--- config.mk ---
export PLATFORM = sky130hd
export DESIGN_NAME = microTop
export DESIGN_NICKNAME = d
export VERILOG_FILES = /design/src/verilog/cpuPkg.sv /design/src/verilog/control.sv /design/src/verilog/alu.sv /design/src/verilog/regFile.sv /design/src/verilog/sequencer.sv /design/src/verilog/microTop.sv
export SDC_FILE = /design/constraint.sdc
export NUM_CORES = 1
export LEC_CHECK = 0
export ABC_AREA = 1
export BUFFER_PORTS_ARGS = -buffer_cell sky130_fd_sc_hd__buf_2
export CAP_MARGIN = 20
export CORE_MARGIN = 8
export CORE_UTILIZATION = 55
export DETAILED_ROUTE_END_ITERATION = 10
export MAX_ROUTING_LAYER = met4
export PLACE_DENSITY = 0.77
export RECOVER_POWER = 50
export SYNTH_ARGS = -nofsm -noshare
export SYNTH_HDL_FRONTEND = slang
export SYNTH_SLANG_ARGS = --single-unit
--- constraint.sdc ---
create_clock -name clk -period 2.8 [get_ports clk]
set_input_delay 0.28 -clock clk [delete_from_list [all_inputs] [get_ports clk]]
set_output_delay 0.28 -clock clk [all_outputs]
set_load 0.01 [all_outputs]
--- src/verilog/cpuPkg.sv ---
package cpuPkg;

    //////////////////////////////
    // Widths fixed by the instruction format
    //////////////////////////////

    // Opcode 15:13, rd 12:11, rs 10:9, spare bit 8, imm 7:0
    typedef logic [15:0] inst_t;
    typedef logic [7:0]  data_t;
    typedef logic [1:0]  regAddr_t;

    // Flag pair seen by the decoder
    typedef logic [1:0]  cond_t;

    localparam int CondCarry = 1;
    localparam int CondZero  = 0;

    localparam int NumRegs = 4;

    //////////////////////////////
    // Encodings
    //////////////////////////////

    typedef enum logic [2:0] {
        OpNop  = 3'b000,
        OpAddi = 3'b001,
        OpAdd  = 3'b010,
        OpSubi = 3'b011,
        OpAndi = 3'b100,
        OpOri  = 3'b101,
        OpLdi  = 3'b110,
        OpSkip = 3'b111
    } opcode_t;

    typedef enum logic [2:0] {
        AluPass = 3'b000,
        AluAdd  = 3'b001,
        AluSub  = 3'b010,
        AluAnd  = 3'b011,
        AluOr   = 3'b100
    } aluFunc_t;

    // What an instruction does once done is high
    typedef enum logic [1:0] {
        ActWrite = 2'b00,
        ActLoad  = 2'b01,
        ActSkip1 = 2'b10,
        ActSkip2 = 2'b11
    } action_t;

    typedef enum logic {
        SeqRun  = 1'b0,
        SeqSkip = 1'b1
    } seqState_t;

endpackage

--- src/verilog/control.sv ---
`timescale 1ns/1ps

module control (
    input  cpuPkg::opcode_t  opcode,
    input  cpuPkg::cond_t    cond,
    output logic             selR,
    output cpuPkg::aluFunc_t aluFunc,
    output logic             done,
    output cpuPkg::action_t  action
);
    import cpuPkg::*;

    logic skipOne;
    logic skipTwo;

    // Skip conditions taken from the flag pair
    assign skipOne = cond[CondZero] && !cond[CondCarry];
    assign skipTwo = cond[CondZero] && cond[CondCarry];

    always_comb
    begin
        // Defaults describe a no-op
        selR    = 1'b0;
        aluFunc = AluPass;
        done    = 1'b0;
        action  = ActWrite;

        case (opcode)
            OpAddi:
            begin
                aluFunc = AluAdd;
                done    = 1'b1;
            end
            OpAdd:
            begin
                // Only opcode with a register operand
                selR    = 1'b1;
                aluFunc = AluAdd;
                done    = 1'b1;
            end
            OpSubi:
            begin
                aluFunc = AluSub;
                done    = 1'b1;
            end
            OpAndi:
            begin
                aluFunc = AluAnd;
                done    = 1'b1;
            end
            OpOri:
            begin
                aluFunc = AluOr;
                done    = 1'b1;
            end
            OpLdi:
            begin
                done   = 1'b1;
                action = ActLoad;
            end
            OpSkip:
            begin
                if (skipOne)
                begin
                    done   = 1'b1;
                    action = ActSkip1;
                end
                else if (skipTwo)
                begin
                    done   = 1'b1;
                    action = ActSkip2;
                end
            end
            default:
            begin
                // OpNop takes no action
                done = 1'b0;
            end
        endcase
    end

    //////////////////////////////
    // Checks
    //////////////////////////////

    // Loads and skips never carry an ALU operation
    always_comb
    begin
        assert (!(done && action != ActWrite && aluFunc != AluPass))
            else $error("control: ALU function on a non-write action");
    end

endmodule

--- src/verilog/alu.sv ---
`timescale 1ns/1ps

module alu (
    input  cpuPkg::data_t    opA,
    input  cpuPkg::data_t    regB,
    input  cpuPkg::data_t    imm,
    input  logic             selR,
    input  cpuPkg::aluFunc_t func,
    output cpuPkg::data_t    result,
    output logic             carry,
    output logic             zero
);
    import cpuPkg::*;

    data_t       opB;
    logic [8:0]  sum;
    logic [8:0]  diff;

    // Operand B from rs or the immediate
    assign opB = selR ? regB : imm;

    // Ninth bit holds carry out or borrow
    assign sum  = {1'b0, opA} + {1'b0, opB};
    assign diff = {1'b0, opA} - {1'b0, opB};

    always_comb
    begin
        result = opB;
        carry  = 1'b0;

        case (func)
            AluPass:
            begin
                result = opB;
            end
            AluAdd:
            begin
                result = sum[7:0];
                carry  = sum[8];
            end
            AluSub:
            begin
                // Borrow reported as carry
                result = diff[7:0];
                carry  = diff[8];
            end
            AluAnd:
            begin
                result = opA & opB;
            end
            AluOr:
            begin
                result = opA | opB;
            end
            default:
            begin
                result = opB;
            end
        endcase
    end

    assign zero = (result == '0);

endmodule

--- src/verilog/regFile.sv ---
`timescale 1ns/1ps

module regFile (
    input  logic             clk,
    input  logic             rst,
    input  cpuPkg::regAddr_t rdAddrA,
    input  cpuPkg::regAddr_t rdAddrB,
    output cpuPkg::data_t    rdDataA,
    output cpuPkg::data_t    rdDataB,
    input  logic             wrEn,
    input  cpuPkg::regAddr_t wrAddr,
    input  cpuPkg::data_t    wrData
);
    import cpuPkg::*;

    data_t regs [NumRegs];

    //////////////////////////////
    // Write port
    //////////////////////////////

    always_ff @(posedge clk)
    begin
        if (rst)
        begin
            for (int i = 0; i < NumRegs; i++)
            begin
                regs[i] <= '0;
            end
        end
        else if (wrEn)
        begin
            regs[wrAddr] <= wrData;
        end
    end

    //////////////////////////////
    // Read ports
    //////////////////////////////

    // Asynchronous, so a write shows up on the next cycle
    assign rdDataA = regs[rdAddrA];
    assign rdDataB = regs[rdAddrB];

endmodule

--- src/verilog/sequencer.sv ---
`timescale 1ns/1ps

module sequencer (
    input  logic             clk,
    input  logic             rst,
    input  logic             instValid,
    output logic             instReady,
    input  logic             done,
    input  cpuPkg::action_t  action,
    input  cpuPkg::regAddr_t rd,
    input  cpuPkg::data_t    imm,
    input  cpuPkg::data_t    aluResult,
    input  logic             aluCarry,
    input  logic             aluZero,
    output cpuPkg::cond_t    flags,
    output logic             wrEn,
    output cpuPkg::regAddr_t wrAddr,
    output cpuPkg::data_t    wrData,
    output logic             resValid,
    input  logic             resReady,
    output cpuPkg::regAddr_t resReg,
    output cpuPkg::data_t    resData
);
    import cpuPkg::*;

    seqState_t  state;
    logic [1:0] skipCnt;
    logic       carryQ;
    logic       zeroQ;
    logic       accept;
    logic       runAccept;
    logic       isLoad;
    logic       isSkip;

    // Stall only while a result is stuck at the sink
    assign instReady = !resValid || resReady;
    assign accept    = instValid && instReady;
    assign runAccept = accept && (state == SeqRun);

    assign isLoad = (action == ActLoad);
    assign isSkip = done && (action == ActSkip1 || action == ActSkip2);

    assign wrEn   = runAccept && done && (action == ActWrite || isLoad);
    assign wrAddr = rd;
    assign wrData = isLoad ? imm : aluResult;

    assign flags[CondCarry] = carryQ;
    assign flags[CondZero]  = zeroQ;

    //////////////////////////////
    // Skip FSM
    //////////////////////////////

    always_ff @(posedge clk)
    begin
        if (rst)
        begin
            state   <= SeqRun;
            skipCnt <= 2'd0;
        end
        else if (accept)
        begin
            case (state)
                SeqRun:
                begin
                    if (isSkip)
                    begin
                        state   <= SeqSkip;
                        skipCnt <= (action == ActSkip2) ? 2'd2 : 2'd1;
                    end
                end
                default:
                begin
                    // Accepted but thrown away
                    skipCnt <= skipCnt - 2'd1;
                    if (skipCnt == 2'd1)
                    begin
                        state <= SeqRun;
                    end
                end
            endcase
        end
    end

    //////////////////////////////
    // Flags and result stream
    //////////////////////////////

    always_ff @(posedge clk)
    begin
        if (rst)
        begin
            carryQ   <= 1'b0;
            zeroQ    <= 1'b0;
            resValid <= 1'b0;
        end
        else
        begin
            if (wrEn)
            begin
                // A load clears carry and tests the immediate
                carryQ <= isLoad ? 1'b0 : aluCarry;
                zeroQ  <= isLoad ? (imm == '0) : aluZero;
            end
            if (wrEn)
            begin
                resValid <= 1'b1;
            end
            else if (resReady)
            begin
                resValid <= 1'b0;
            end
        end
    end

    always_ff @(posedge clk)
    begin
        if (wrEn)
        begin
            resReg  <= rd;
            resData <= wrData;
        end
    end

    // Held result must not move until the sink takes it
    assert property (@(posedge clk) disable iff (rst)
        resValid && !resReady |=> resValid && $stable(resReg) && $stable(resData))
        else $error("sequencer: result changed under back-pressure");

    // Writes only come from instructions accepted outside a skip
    assert property (@(posedge clk) disable iff (rst)
        wrEn |-> instValid && instReady && state == SeqRun)
        else $error("sequencer: register write without an accepted instruction");

endmodule

--- src/verilog/microTop.sv ---
`timescale 1ns/1ps

module microTop (
    input  logic             clk,
    input  logic             rst,
    input  logic             instValid,
    input  cpuPkg::inst_t    inst,
    output logic             instReady,
    output logic             resValid,
    input  logic             resReady,
    output cpuPkg::regAddr_t resReg,
    output cpuPkg::data_t    resData
);
    import cpuPkg::*;

    opcode_t  opcode;
    regAddr_t rd;
    regAddr_t rs;
    data_t    imm;

    cond_t    flags;
    logic     selR;
    aluFunc_t aluFunc;
    logic     done;
    action_t  action;

    data_t    regA;
    data_t    regB;
    data_t    aluResult;
    logic     aluCarry;
    logic     aluZero;

    logic     wrEn;
    regAddr_t wrAddr;
    data_t    wrData;

    // Instruction fields, bit 8 is spare
    assign opcode = opcode_t'(inst[15:13]);
    assign rd     = inst[12:11];
    assign rs     = inst[10:9];
    assign imm    = inst[7:0];

    control ctrl (
        .opcode  (opcode),
        .cond    (flags),
        .selR    (selR),
        .aluFunc (aluFunc),
        .done    (done),
        .action  (action)
    );

    // rd is always operand A
    alu aluUnit (
        .opA    (regA),
        .regB   (regB),
        .imm    (imm),
        .selR   (selR),
        .func   (aluFunc),
        .result (aluResult),
        .carry  (aluCarry),
        .zero   (aluZero)
    );

    regFile regs (
        .clk     (clk),
        .rst     (rst),
        .rdAddrA (rd),
        .rdAddrB (rs),
        .rdDataA (regA),
        .rdDataB (regB),
        .wrEn    (wrEn),
        .wrAddr  (wrAddr),
        .wrData  (wrData)
    );

    sequencer seqUnit (
        .clk       (clk),
        .rst       (rst),
        .instValid (instValid),
        .instReady (instReady),
        .done      (done),
        .action    (action),
        .rd        (rd),
        .imm       (imm),
        .aluResult (aluResult),
        .aluCarry  (aluCarry),
        .aluZero   (aluZero),
        .flags     (flags),
        .wrEn      (wrEn),
        .wrAddr    (wrAddr),
        .wrData    (wrData),
        .resValid  (resValid),
        .resReady  (resReady),
        .resReg    (resReg),
        .resData   (resData)
    );

endmodule

Yosys cells after proc, flatten, opt, wreduce, memory -nomap -nowiden
Memory sizes are Yosys's and may differ from the RTL's.
Cells that the tools add are included.
- $add $sub $neg: 3
- equality and inequality tests: 15
- multiplexer cells: 30
- bitwise operators: 3
- reductions and logical operators: 21
- operator list (kind ; number):
    8-bit one-hot mux with 4 select lines ; 1
    8-bit 2-to-1 mux ; 3
    8-bit zero test ; 2
    1-bit 2-to-1 mux ; 16
    3-bit == test (second input constant) ; 5
    3-bit by 2-bit == test with 1-bit output (second input constant) ; 4
    2-bit 2-to-1 mux ; 6
    3-bit one-hot mux with 4 select lines ; 1
    8-bit by 8-bit adder with 9-bit output ; 1
    8-bit by 8-bit subtractor with 9-bit output ; 1
    8-bit bitwise AND ; 1
    8-bit OR ; 1
    8-bit OR reduction ; 1
    1-bit logical AND ; 7
    3-bit by 1-bit == test with 1-bit output (second input constant) ; 2
    6-bit OR reduction ; 1
    2-bit by 1-bit == test with 1-bit output (second input constant) ; 2
    2-bit == test (second input constant) ; 2
    1-bit one-hot mux with 2 select lines ; 2
    2-bit one-hot mux with 2 select lines ; 1
    2-bit nonzero test ; 2
    1-bit logical OR ; 3
    1-bit zero test ; 2
    2-bit zero test ; 1
    4 further kinds ; 4
- flip-flop bits (word level): 16
- RAM bits: 32
- input port bits: 20
- output and inout bits: 12
- logic and storage cells: 80
- memories kept: 1
- memory list (name ; depth ; bits a word ; rd ports ; clocked after memory_dff ; wr ports ; RTL line ; text):
    regs.regs ; 4 ; 8 ; 2 ; 0 ; 4 ; regFile.sv:16 ; data_t regs [NumRegs];

Depth between registers and ports, before layout
Gate-level depths: netlist (run 1).
- depth after elaboration: 12
- depth in mapped cells: 21

Hierarchy
A second synthesis (run 1) with hierarchy kept.
- cell total of the unflattened synthesis: 628
- area total of the unflattened synthesis: 4271.6 µm²
- modules (own cells, without submodules) (module ; instances ; cells an instance ; area each (µm²)):
    regFile ; 1 ; 243 ; 1885.6
    alu ; 1 ; 269 ; 1443.9
    sequencer ; 1 ; 93 ; 805.8
    control ; 1 ; 23 ; 136.4

Worst setup path before layout (run 1)
OpenSTA, ideal clock, no wires.
- path type: input to register
- from: in inst[11]
- to: reg seqUnit.zeroQ
- setup time: 0.058 ns
- data arrival time: 2.682 ns
- required time: 2.742 ns
- setup slack: 0.060 ns
- stages on the path: 15
- cell sequence: clkbuf_1 > clkbuf_1 > or2_2 > a32oi_1 > ha_1 > inv_1 > fa_1 > or2_2 > nand3_1 > nand4_1 > nand2_1 > nand2_1 > nor2_1 > nand4_1 > nand2_1
- cells in the longest elaborated chain, start to end: 5
- elaborated cells on any way between the ends: 8
- classes of those cells: add/sub: 2; mux: 2; bitwise: 2; reduce/logical: 1; memory: 1
- RTL lines (what ; RTL line ; text):
    start, declared ; microTop.sv:7 ; input cpuPkg::inst_t inst,
    memory read 4 x 8 bit (*) ; - ;
    8-bit by 8-bit subtractor with 9-bit output, or another cell as far along ; alu.sv:24 ; assign diff = {1'b0, opA} - {1'b0, opB};
    8-bit one-hot mux with 4 select lines (*) ; alu.sv:31 ; case (func)
    8-bit zero test (*) ; alu.sv:62 ; assign zero = (result == '0);
    1-bit 2-to-1 mux (*) ; sequencer.sv:103 ; zeroQ <= isLoad ? (imm == '0) : aluZero;
    end signal, assigned ; sequencer.sv:103 ;
    end, declared ; sequencer.sv:29 ; logic zeroQ;
Every way passes the cells marked *; elsewhere a longest branch is shown, timed or not.
A chain may end at the register's enable or synchronous reset.

==> impl_metrics.csv, run 1 <==
group,metric,value,unit
outcome,outcome,"complete, no violations",
synthesis,ys_ff_latch,48,
clock_tree,root_buffer,"clkbuf_8",
power_and_ir_drop,p_leak,2.14,nW
worst_setup_path,path_max_fanout,5,
worst_setup_path,r2r-end,"regs.regs[1][2]",
sta,fmax,0.371,GHz
synthesis,synthSimpleGateAreaFrac,33.0,%
layout,nFillCells,568,
clock_tree,cts_hold_buf,0,
floorplan,ios,32,
detailed_routing,dr.pass1.iters,5,
synthesis,synthXorXnorAreaFrac,0.232,%
detailed_routing,ant_nets,0,
placement,pre_cts_ws,-0.114,ns
layout,final_cell_mix,"120 x nand2_1, 73 x inv_1, 65 x nor2_1",
sta,final.period_utilization,96.2,%
sta,fin_hold_ws,0.179,ns
synthesis,yosysWarnings,0,
sta,fin_worst_skew,0.0134,ns
sta,final.min_clock_period,2.69,ns
power_and_ir_drop,power_density,477,nW/um^2
floorplan,core_area,6720,sq um
power_and_ir_drop,total_power,2.16,mW
worst_setup_path,path_class,"reg2reg",
worst_setup_path,worstReg2RegStart,"regs.regs[0][0]",
worst_hold_path,hold_class,"in2reg",
synthesis,yosys.area_share.adder,9.69,%
synthesis,postSynthCellCount,507,
global_route,first_global_vias,3381,
clock_tree,htree_levels,2,
clock_tree,cts_tree,"done",
worst_setup_path,arrival,2.75,ns
clock_tree,clk_pin_slew,0.10,ns
floorplan,initial_core_util,56.1,%
placement,gp_congestion,0.946,
layout,seq_area,1380,sq um
placement,io_buffer_count,30,
worst_setup_path,required,2.86,ns
synthesis,syn_nets,555,
synthesis,syn_avg_cell_area,7.44,sq um
layout,drive_gt1_share,21.7,%
synthesis,synth_compound_area_share,9.62,%
worst_hold_path,hold_depth,2,
layout,diodes,0,
synthesis,ys_seq_area_share,36.6,%
layout,area_growth,20.0,%
sta,worst_slack,0.106,ns
layout,fin_util,67.4,%
global_route,grt.met2_usage,36.2,%
sta,slew-limit-headroom,50.1,%
detailed_routing,viasPerCell,5.48,
layout,multiInputGateArea,2100,sq um
synthesis,synth_edf_count,42,
layout,mostFrequentLayoutCell,"nand2_1",
detailed_routing,route.detailed.drc,0,
sta,worstMarginPinSlew,0.748,ns
global_route,track_usage,19.8,%
synthesis,synth_flop_cell,"edfxtp_1",
worst_setup_path,cp-end-kind,"flip-flop",
global_route,antenna_found_initial,0,
sta,maxSlewViolCount,0,
synthesis,synthMuxAreaShare,0,%
global_route,grt_pass1_wl,15.5,mm
clock_tree,cts.sinks,48,
sta,finalHoldViolations,0,
sta,final.setup.tns,0,ns
power_and_ir_drop,ir_drop,453,uV
run,maxCapViolCount,0,
worst_hold_path,hold-path-endpoint,"seqUnit.state",
synthesis,async_flop_share,0,%
global_route,grtUsageMet1,22.4,%
synthesis,synth_cell_types,38,
detailed_routing,routed_wl,9.84,mm
global_route,use_met3,2.11,%
clock_tree,cts_buffer_depth,2,
worst_setup_path,start_kind,"flip-flop",
layout,nets,622,
worst_setup_path,r2r_cells,12,
floorplan,num_rows,30,
floorplan,fp.dieW,98.8,microns
placement,post-dp-hpwl,7.55,mm
detailed_routing,wl_per_cell,15.0,microns
clock_tree,cts_inserted_buffers,5,
synthesis,netlist_area,3770,sq um
detailed_routing,drt_iter0_drc,188,
worst_hold_path,hold_start,"rst",
clock_tree,clock_latency,0.31,ns
floorplan,fp.dieArea,9760,sq um
global_route,grt_start_max_net_pins,27,
sta,finalSetupViolCount,0,
global_route,top_usage_layer,"met2",
synthesis,synth_top_family_by_area,"simple AND/OR/NAND/NOR gates",
global_route,grt.overflow.total,0,
worst_setup_path,r2r_setup_slack,0.11,ns
detailed_routing,vias,3588,
floorplan,die_y,98.8,microns
## synthesized netlist by cell type (4+ instances only)
library cell | count | area, sq um
o21ai_0 | 13 | 65.1
nand4_1 | 11 | 68.8
nand2_1 | 122 | 458
a32oi_1 | 8 | 70.1
nor2_2 | 4 | 25.0
inv_1 | 79 | 297
or2_2 | 10 | 62.6
dfxtp_1 | 6 | 120
o211ai_1 | 9 | 67.6
nor2_1 | 66 | 248
buf_2 | 9 | 45.0
nand3_1 | 39 | 195
edfxtp_1 | 42 | 1260
ha_1 | 26 | 325
inv_2 | 4 | 15.0
a21oi_1 | 23 | 115
## layer usage
layer | routed length [microns] | part of all wire, %
met5 | 0 | 0
met4 | 103 | 1.0
met3 | 510 | 5.2
met2 | 5220 | 53
met1 | 4010 | 41
## final cells by class
class / instances / share of cell area [%]
Timing Repair Buffer: 76 / 10.8
Sequential cell: 48 / 30.5
Inverter: 85 / 7.08
Multi-Input combinational cell: 358 / 46.3
Clock inverter: 3 / 1.52
Clock buffer: 5 / 1.52
Tap cell: 80 / 2.21
## how the worst max path moves through the flow
| stage | from | to | slack (ns) | cells after the start |
|---|---|---|---|---|
| floorplan | inst[11] | seqUnit.zeroQ | 0.06 | 15 |
| global placement | inst[11] | regs.regs[3][6] | -0.08 | 14 |
| detailed placement | inst[11] | regs.regs[0][6] | -0.11 | 18 |
| CTS | regs.regs[0][0] | regs.regs[0][6] | 0.01 | 13 |
| global route | regs.regs[0][0] | seqUnit.zeroQ | -0.02 | 14 |
| finish | regs.regs[0][0] | regs.regs[1][2] | 0.11 | 12 |
## cell families after synthesis
| logic type | count (synthesis) |
|---|---|
| simple gates | 270 |
| buf+inv | 101 |
| compound gates | 59 |
| flops | 48 |
| fa+ha+maj | 28 |
| xor+xnor | 1 |
## power breakdown
part / internal (mW) / switching [mW]
clock: 0.360 / 0.249
sequential: 0.826 / 0.0150
combinational: 0.288 / 0.424
total: 1.47 / 0.688
## through the flow
stage          std cells  cell area [sq um]
2_1_floorplan        507               3770
3_3_place_gp         646               4280
3_5_place_dp         646               4280
4_1_cts              654               4430
5_1_grt              655               4530
6_report             655               4530
## worst max-delay path, cell delays in order (launching register included)
cell      delay [ns]
edfxtp_1        0.41
or2_4           0.24
a32oi_2         0.21
buf_4           0.16
ha_2            0.17
inv_2           0.05
fa_2            0.36
or2_2           0.31
nand3_1         0.10
nand4_1         0.12
nand2_2         0.11
buf_4           0.15
nor2_1          0.05
## flip-flops by register name, summed over array words and instances (netlist names)
register          flops
regs.regs            32
seqUnit.resData       8
seqUnit.resReg        2
seqUnit.skipCnt       2
seqUnit.carryQ        1
seqUnit.resValid      1
seqUnit.state         1
seqUnit.zeroQ         1
## what timing repair did
| item | 4_1_cts | 5_1_grt |
|---|---|---|
| resized for setup | 2 | 33 |
| buffers inserted | 0 | 1 |
| pin swaps | 0 | 10 |
| endpoints found under the setup margin | 8 | 23 |
(Power assumes the default switching activity.)
==> inputs of run 2 (changes only) <==
--- a/config.mk
+++ b/config.mk
@@ -9,11 +9,12 @@
 export BUFFER_PORTS_ARGS = -buffer_cell sky130_fd_sc_hd__buf_2
 export CAP_MARGIN = 20
 export CORE_MARGIN = 8
-export CORE_UTILIZATION = 55
+export CORE_UTILIZATION = 45
 export DETAILED_ROUTE_END_ITERATION = 10
 export MAX_ROUTING_LAYER = met4
-export PLACE_DENSITY = 0.77
+export PLACE_DENSITY = 0.65
 export RECOVER_POWER = 50
+export SETUP_SLACK_MARGIN = 0.4
 export SYNTH_ARGS = -nofsm -noshare
 export SYNTH_HDL_FRONTEND = slang
 export SYNTH_SLANG_ARGS = --single-unit
==> run 2 against run 1 <==
Clock skew shrank 0.0048 ns. Critical path type unchanged. Sequential power is essentially flat. Clock power shrank 29%. Global-route usage shrank 2.2 points. Combinational power grew 23%.
==> impl_metrics.csv, run 2 (synthesized netlist as in run 1, its figures left out) <==
group,metric,value,unit
layout,nets,643,
power_and_ir_drop,netSwitchingPower,764,uW
clock_tree,htree_levels,2,
layout,reg.largest.list,"regs.regs x32, seqUnit.resData x8",
floorplan,die_y,108,microns
layout,diodes,0,
power_and_ir_drop,swShare,35.5,%
worst_setup_path,path_max_fanout,5,
worst_setup_path,path_cells,"or2_4 -> a32oi_4 -> ha_2 -> inv_2 -> fa_2 -> or2_4 -> nand3_2 -> nand4_1 -> nand2_2 -> buf_6 -> buf_12 -> nor2_1",
floorplan,ios,32,
power_and_ir_drop,total_power,2.15,mW
sta,worstMarginPinSlew,0.858,ns
worst_hold_path,hold_class,"in2reg",
sta,slew-limit-headroom,42.8,%
worst_setup_path,cp-end-kind,"flip-flop",
sta,fmax,0.390,GHz
detailed_routing,drt_iter0_drc,136,
layout,multiInputGateArea,2370,sq um
worst_setup_path,start_kind,"flip-flop",
sta,maxSlewViolCount,0,
detailed_routing,route.detailed.drc,0,
layout,final_cell_mix,"101 x nand2_1, 58 x inv_1, 56 x nor2_1",
clock_tree,cts_buffer_depth,2,
detailed_routing,viasPerCell,5.15,
sta,finalHoldViolations,0,
power_and_ir_drop,p_seq_share,39.0,%
worst_setup_path,cp_common_cell,"or2_4",
global_route,track_usage,17.7,%
detailed_routing,routed_wl,10.0,mm
placement,gp_congestion,0.883,
global_route,grt_pass1_wl,16.2,mm
layout,mostFrequentLayoutCell,"nand2_1",
worst_setup_path,required,2.85,ns
floorplan,fp.dieArea,11600,sq um
global_route,antenna_found_initial,0,
floorplan,fp.dieW,108,microns
layout,regMostFlops,"regs.regs",
worst_setup_path,arrival,2.62,ns
placement,post-dp-hpwl,7.67,mm
worst_setup_path,crit_buf_inv,3,
floorplan,core_area,8180,sq um
power_and_ir_drop,p_comb_share,40.8,%
sta,worst_slack,0.233,ns
layout,area_growth,32.5,%
placement,pre_cts_ws,-0.143,ns
layout,nFillCells,714,
placement,io_buffer_count,30,
layout,largest_reg_flops,32,
detailed_routing,wl_per_cell,14.3,microns
sta,finalSetupViolCount,0,
detailed_routing,ant_nets,0,
outcome,outcome,"complete, no violations",
worst_setup_path,crit_slowest_cell,"edfxtp_1",
layout,drive_gt1_share,35.1,%
sta,rsz0062_at_grt,"yes",
power_and_ir_drop,power_density,430,nW/um^2
power_and_ir_drop,ir_drop,357,uV
sta,final.period_utilization,91.7,%
layout,seq_area,1380,sq um
worst_setup_path,critPathTopFamily,"simple AND/OR/NAND/NOR gates",
sta,fin_worst_skew,0.00859,ns
clock_tree,cts_inserted_buffers,5,
worst_setup_path,path_class,"reg2reg",
sta,final.setup.tns,0,ns
global_route,first_global_vias,3500,
clock_tree,root_buffer,"clkbuf_8",
sta,fin_hold_ws,0.186,ns
power_and_ir_drop,pwr-share-clk,20.1,%
clock_tree,cts.sinks,48,
layout,fin_util,61.1,%
power_and_ir_drop,internal_power,1.39,mW
sta,final.min_clock_period,2.57,ns
clock_tree,cts_tree,"done",
detailed_routing,dr.pass1.iters,4,
clock_tree,clock_latency,0.31,ns
floorplan,num_rows,33,
floorplan,initial_core_util,46.1,%
clock_tree,cts_hold_buf,0,
power_and_ir_drop,p_leak,2.26,nW
worst_setup_path,cpPeakStageDelay,0.41,ns
clock_tree,clk_pin_slew,0.10,ns
global_route,grt_start_max_net_pins,24,
run,maxCapViolCount,0,
global_route,grt.overflow.total,0,
detailed_routing,vias,3610,
run 2: changes by cell type in the layout (fill, tap and decap cells not counted), sizes merged:
cell,change
buf,+21
bufinv,-2
clkinv,+1
inv,+1
run 2: cell type report:
type / count / area share [%]
Tap cell: 105 / 2.63
Sequential cell: 48 / 27.7
Timing Repair Buffer: 97 / 13.9
Multi-Input combinational cell: 358 / 47.5
Inverter: 85 / 6.46
Clock inverter: 3 / 0.426
Clock buffer: 5 / 1.38
run 2: worst paths after layout:
check | start | end | slack [ns] | cells after the start
worst min register to register | seqUnit.carryQ | seqUnit.carryQ | 0.47 | 2
worst max-delay path | regs.regs[0][0] | regs.regs[3][2] | 0.23 | 12
worst min-delay path | rst | seqUnit.state | 0.19 | 2
worst max register to register | regs.regs[0][0] | regs.regs[3][2] | 0.23 | 12
run 2: metal layers:
layer	track usage, %	up-vias	share of wire, %
li1	-	1825	-
met4	5.65	0	2.0
met5	-	-	0
met3	1.56	14	2.7
met1	21.0	1713	43
met2	30.7	58	52
run 2: power groups by stage:
stage / clock (mW) / sequential [mW] / combinational (mW)
6_report: 0.433 / 0.840 / 0.877
2_1_floorplan: 0 / 0.859 / 0.442
3_5_place_dp: 0 / 0.854 / 0.698
5_1_grt: 0.467 / 0.844 / 0.964
4_1_cts: 0.446 / 0.838 / 0.762
3_3_place_gp: 0 / 0.852 / 0.681
run 2: metrics by stage:
step	cell area [sq um]	std cells
final	4990	701
after global routing	4990	701
after CTS	4730	688
after detailed placement	4460	678
after global placement	4460	678
after floorplan	3870	507
run 2: worst register-to-register path, delay by kind of cell (launching register included):
kind,cells,cell delay [ns]
flip-flops,1,0.41
adder cells (fa/ha/maj),2,0.60
AO/OA/AOI/OAI,1,0.23
buffers and inverters,3,0.25
AND/OR/NAND/NOR,6,0.81
run 2: timing repair:
item                       in CTS  in global routing
resized for setup              40                 71
buffers inserted                2                 13
pin swaps                      21                 38
setup endpoints to repair      36                 36
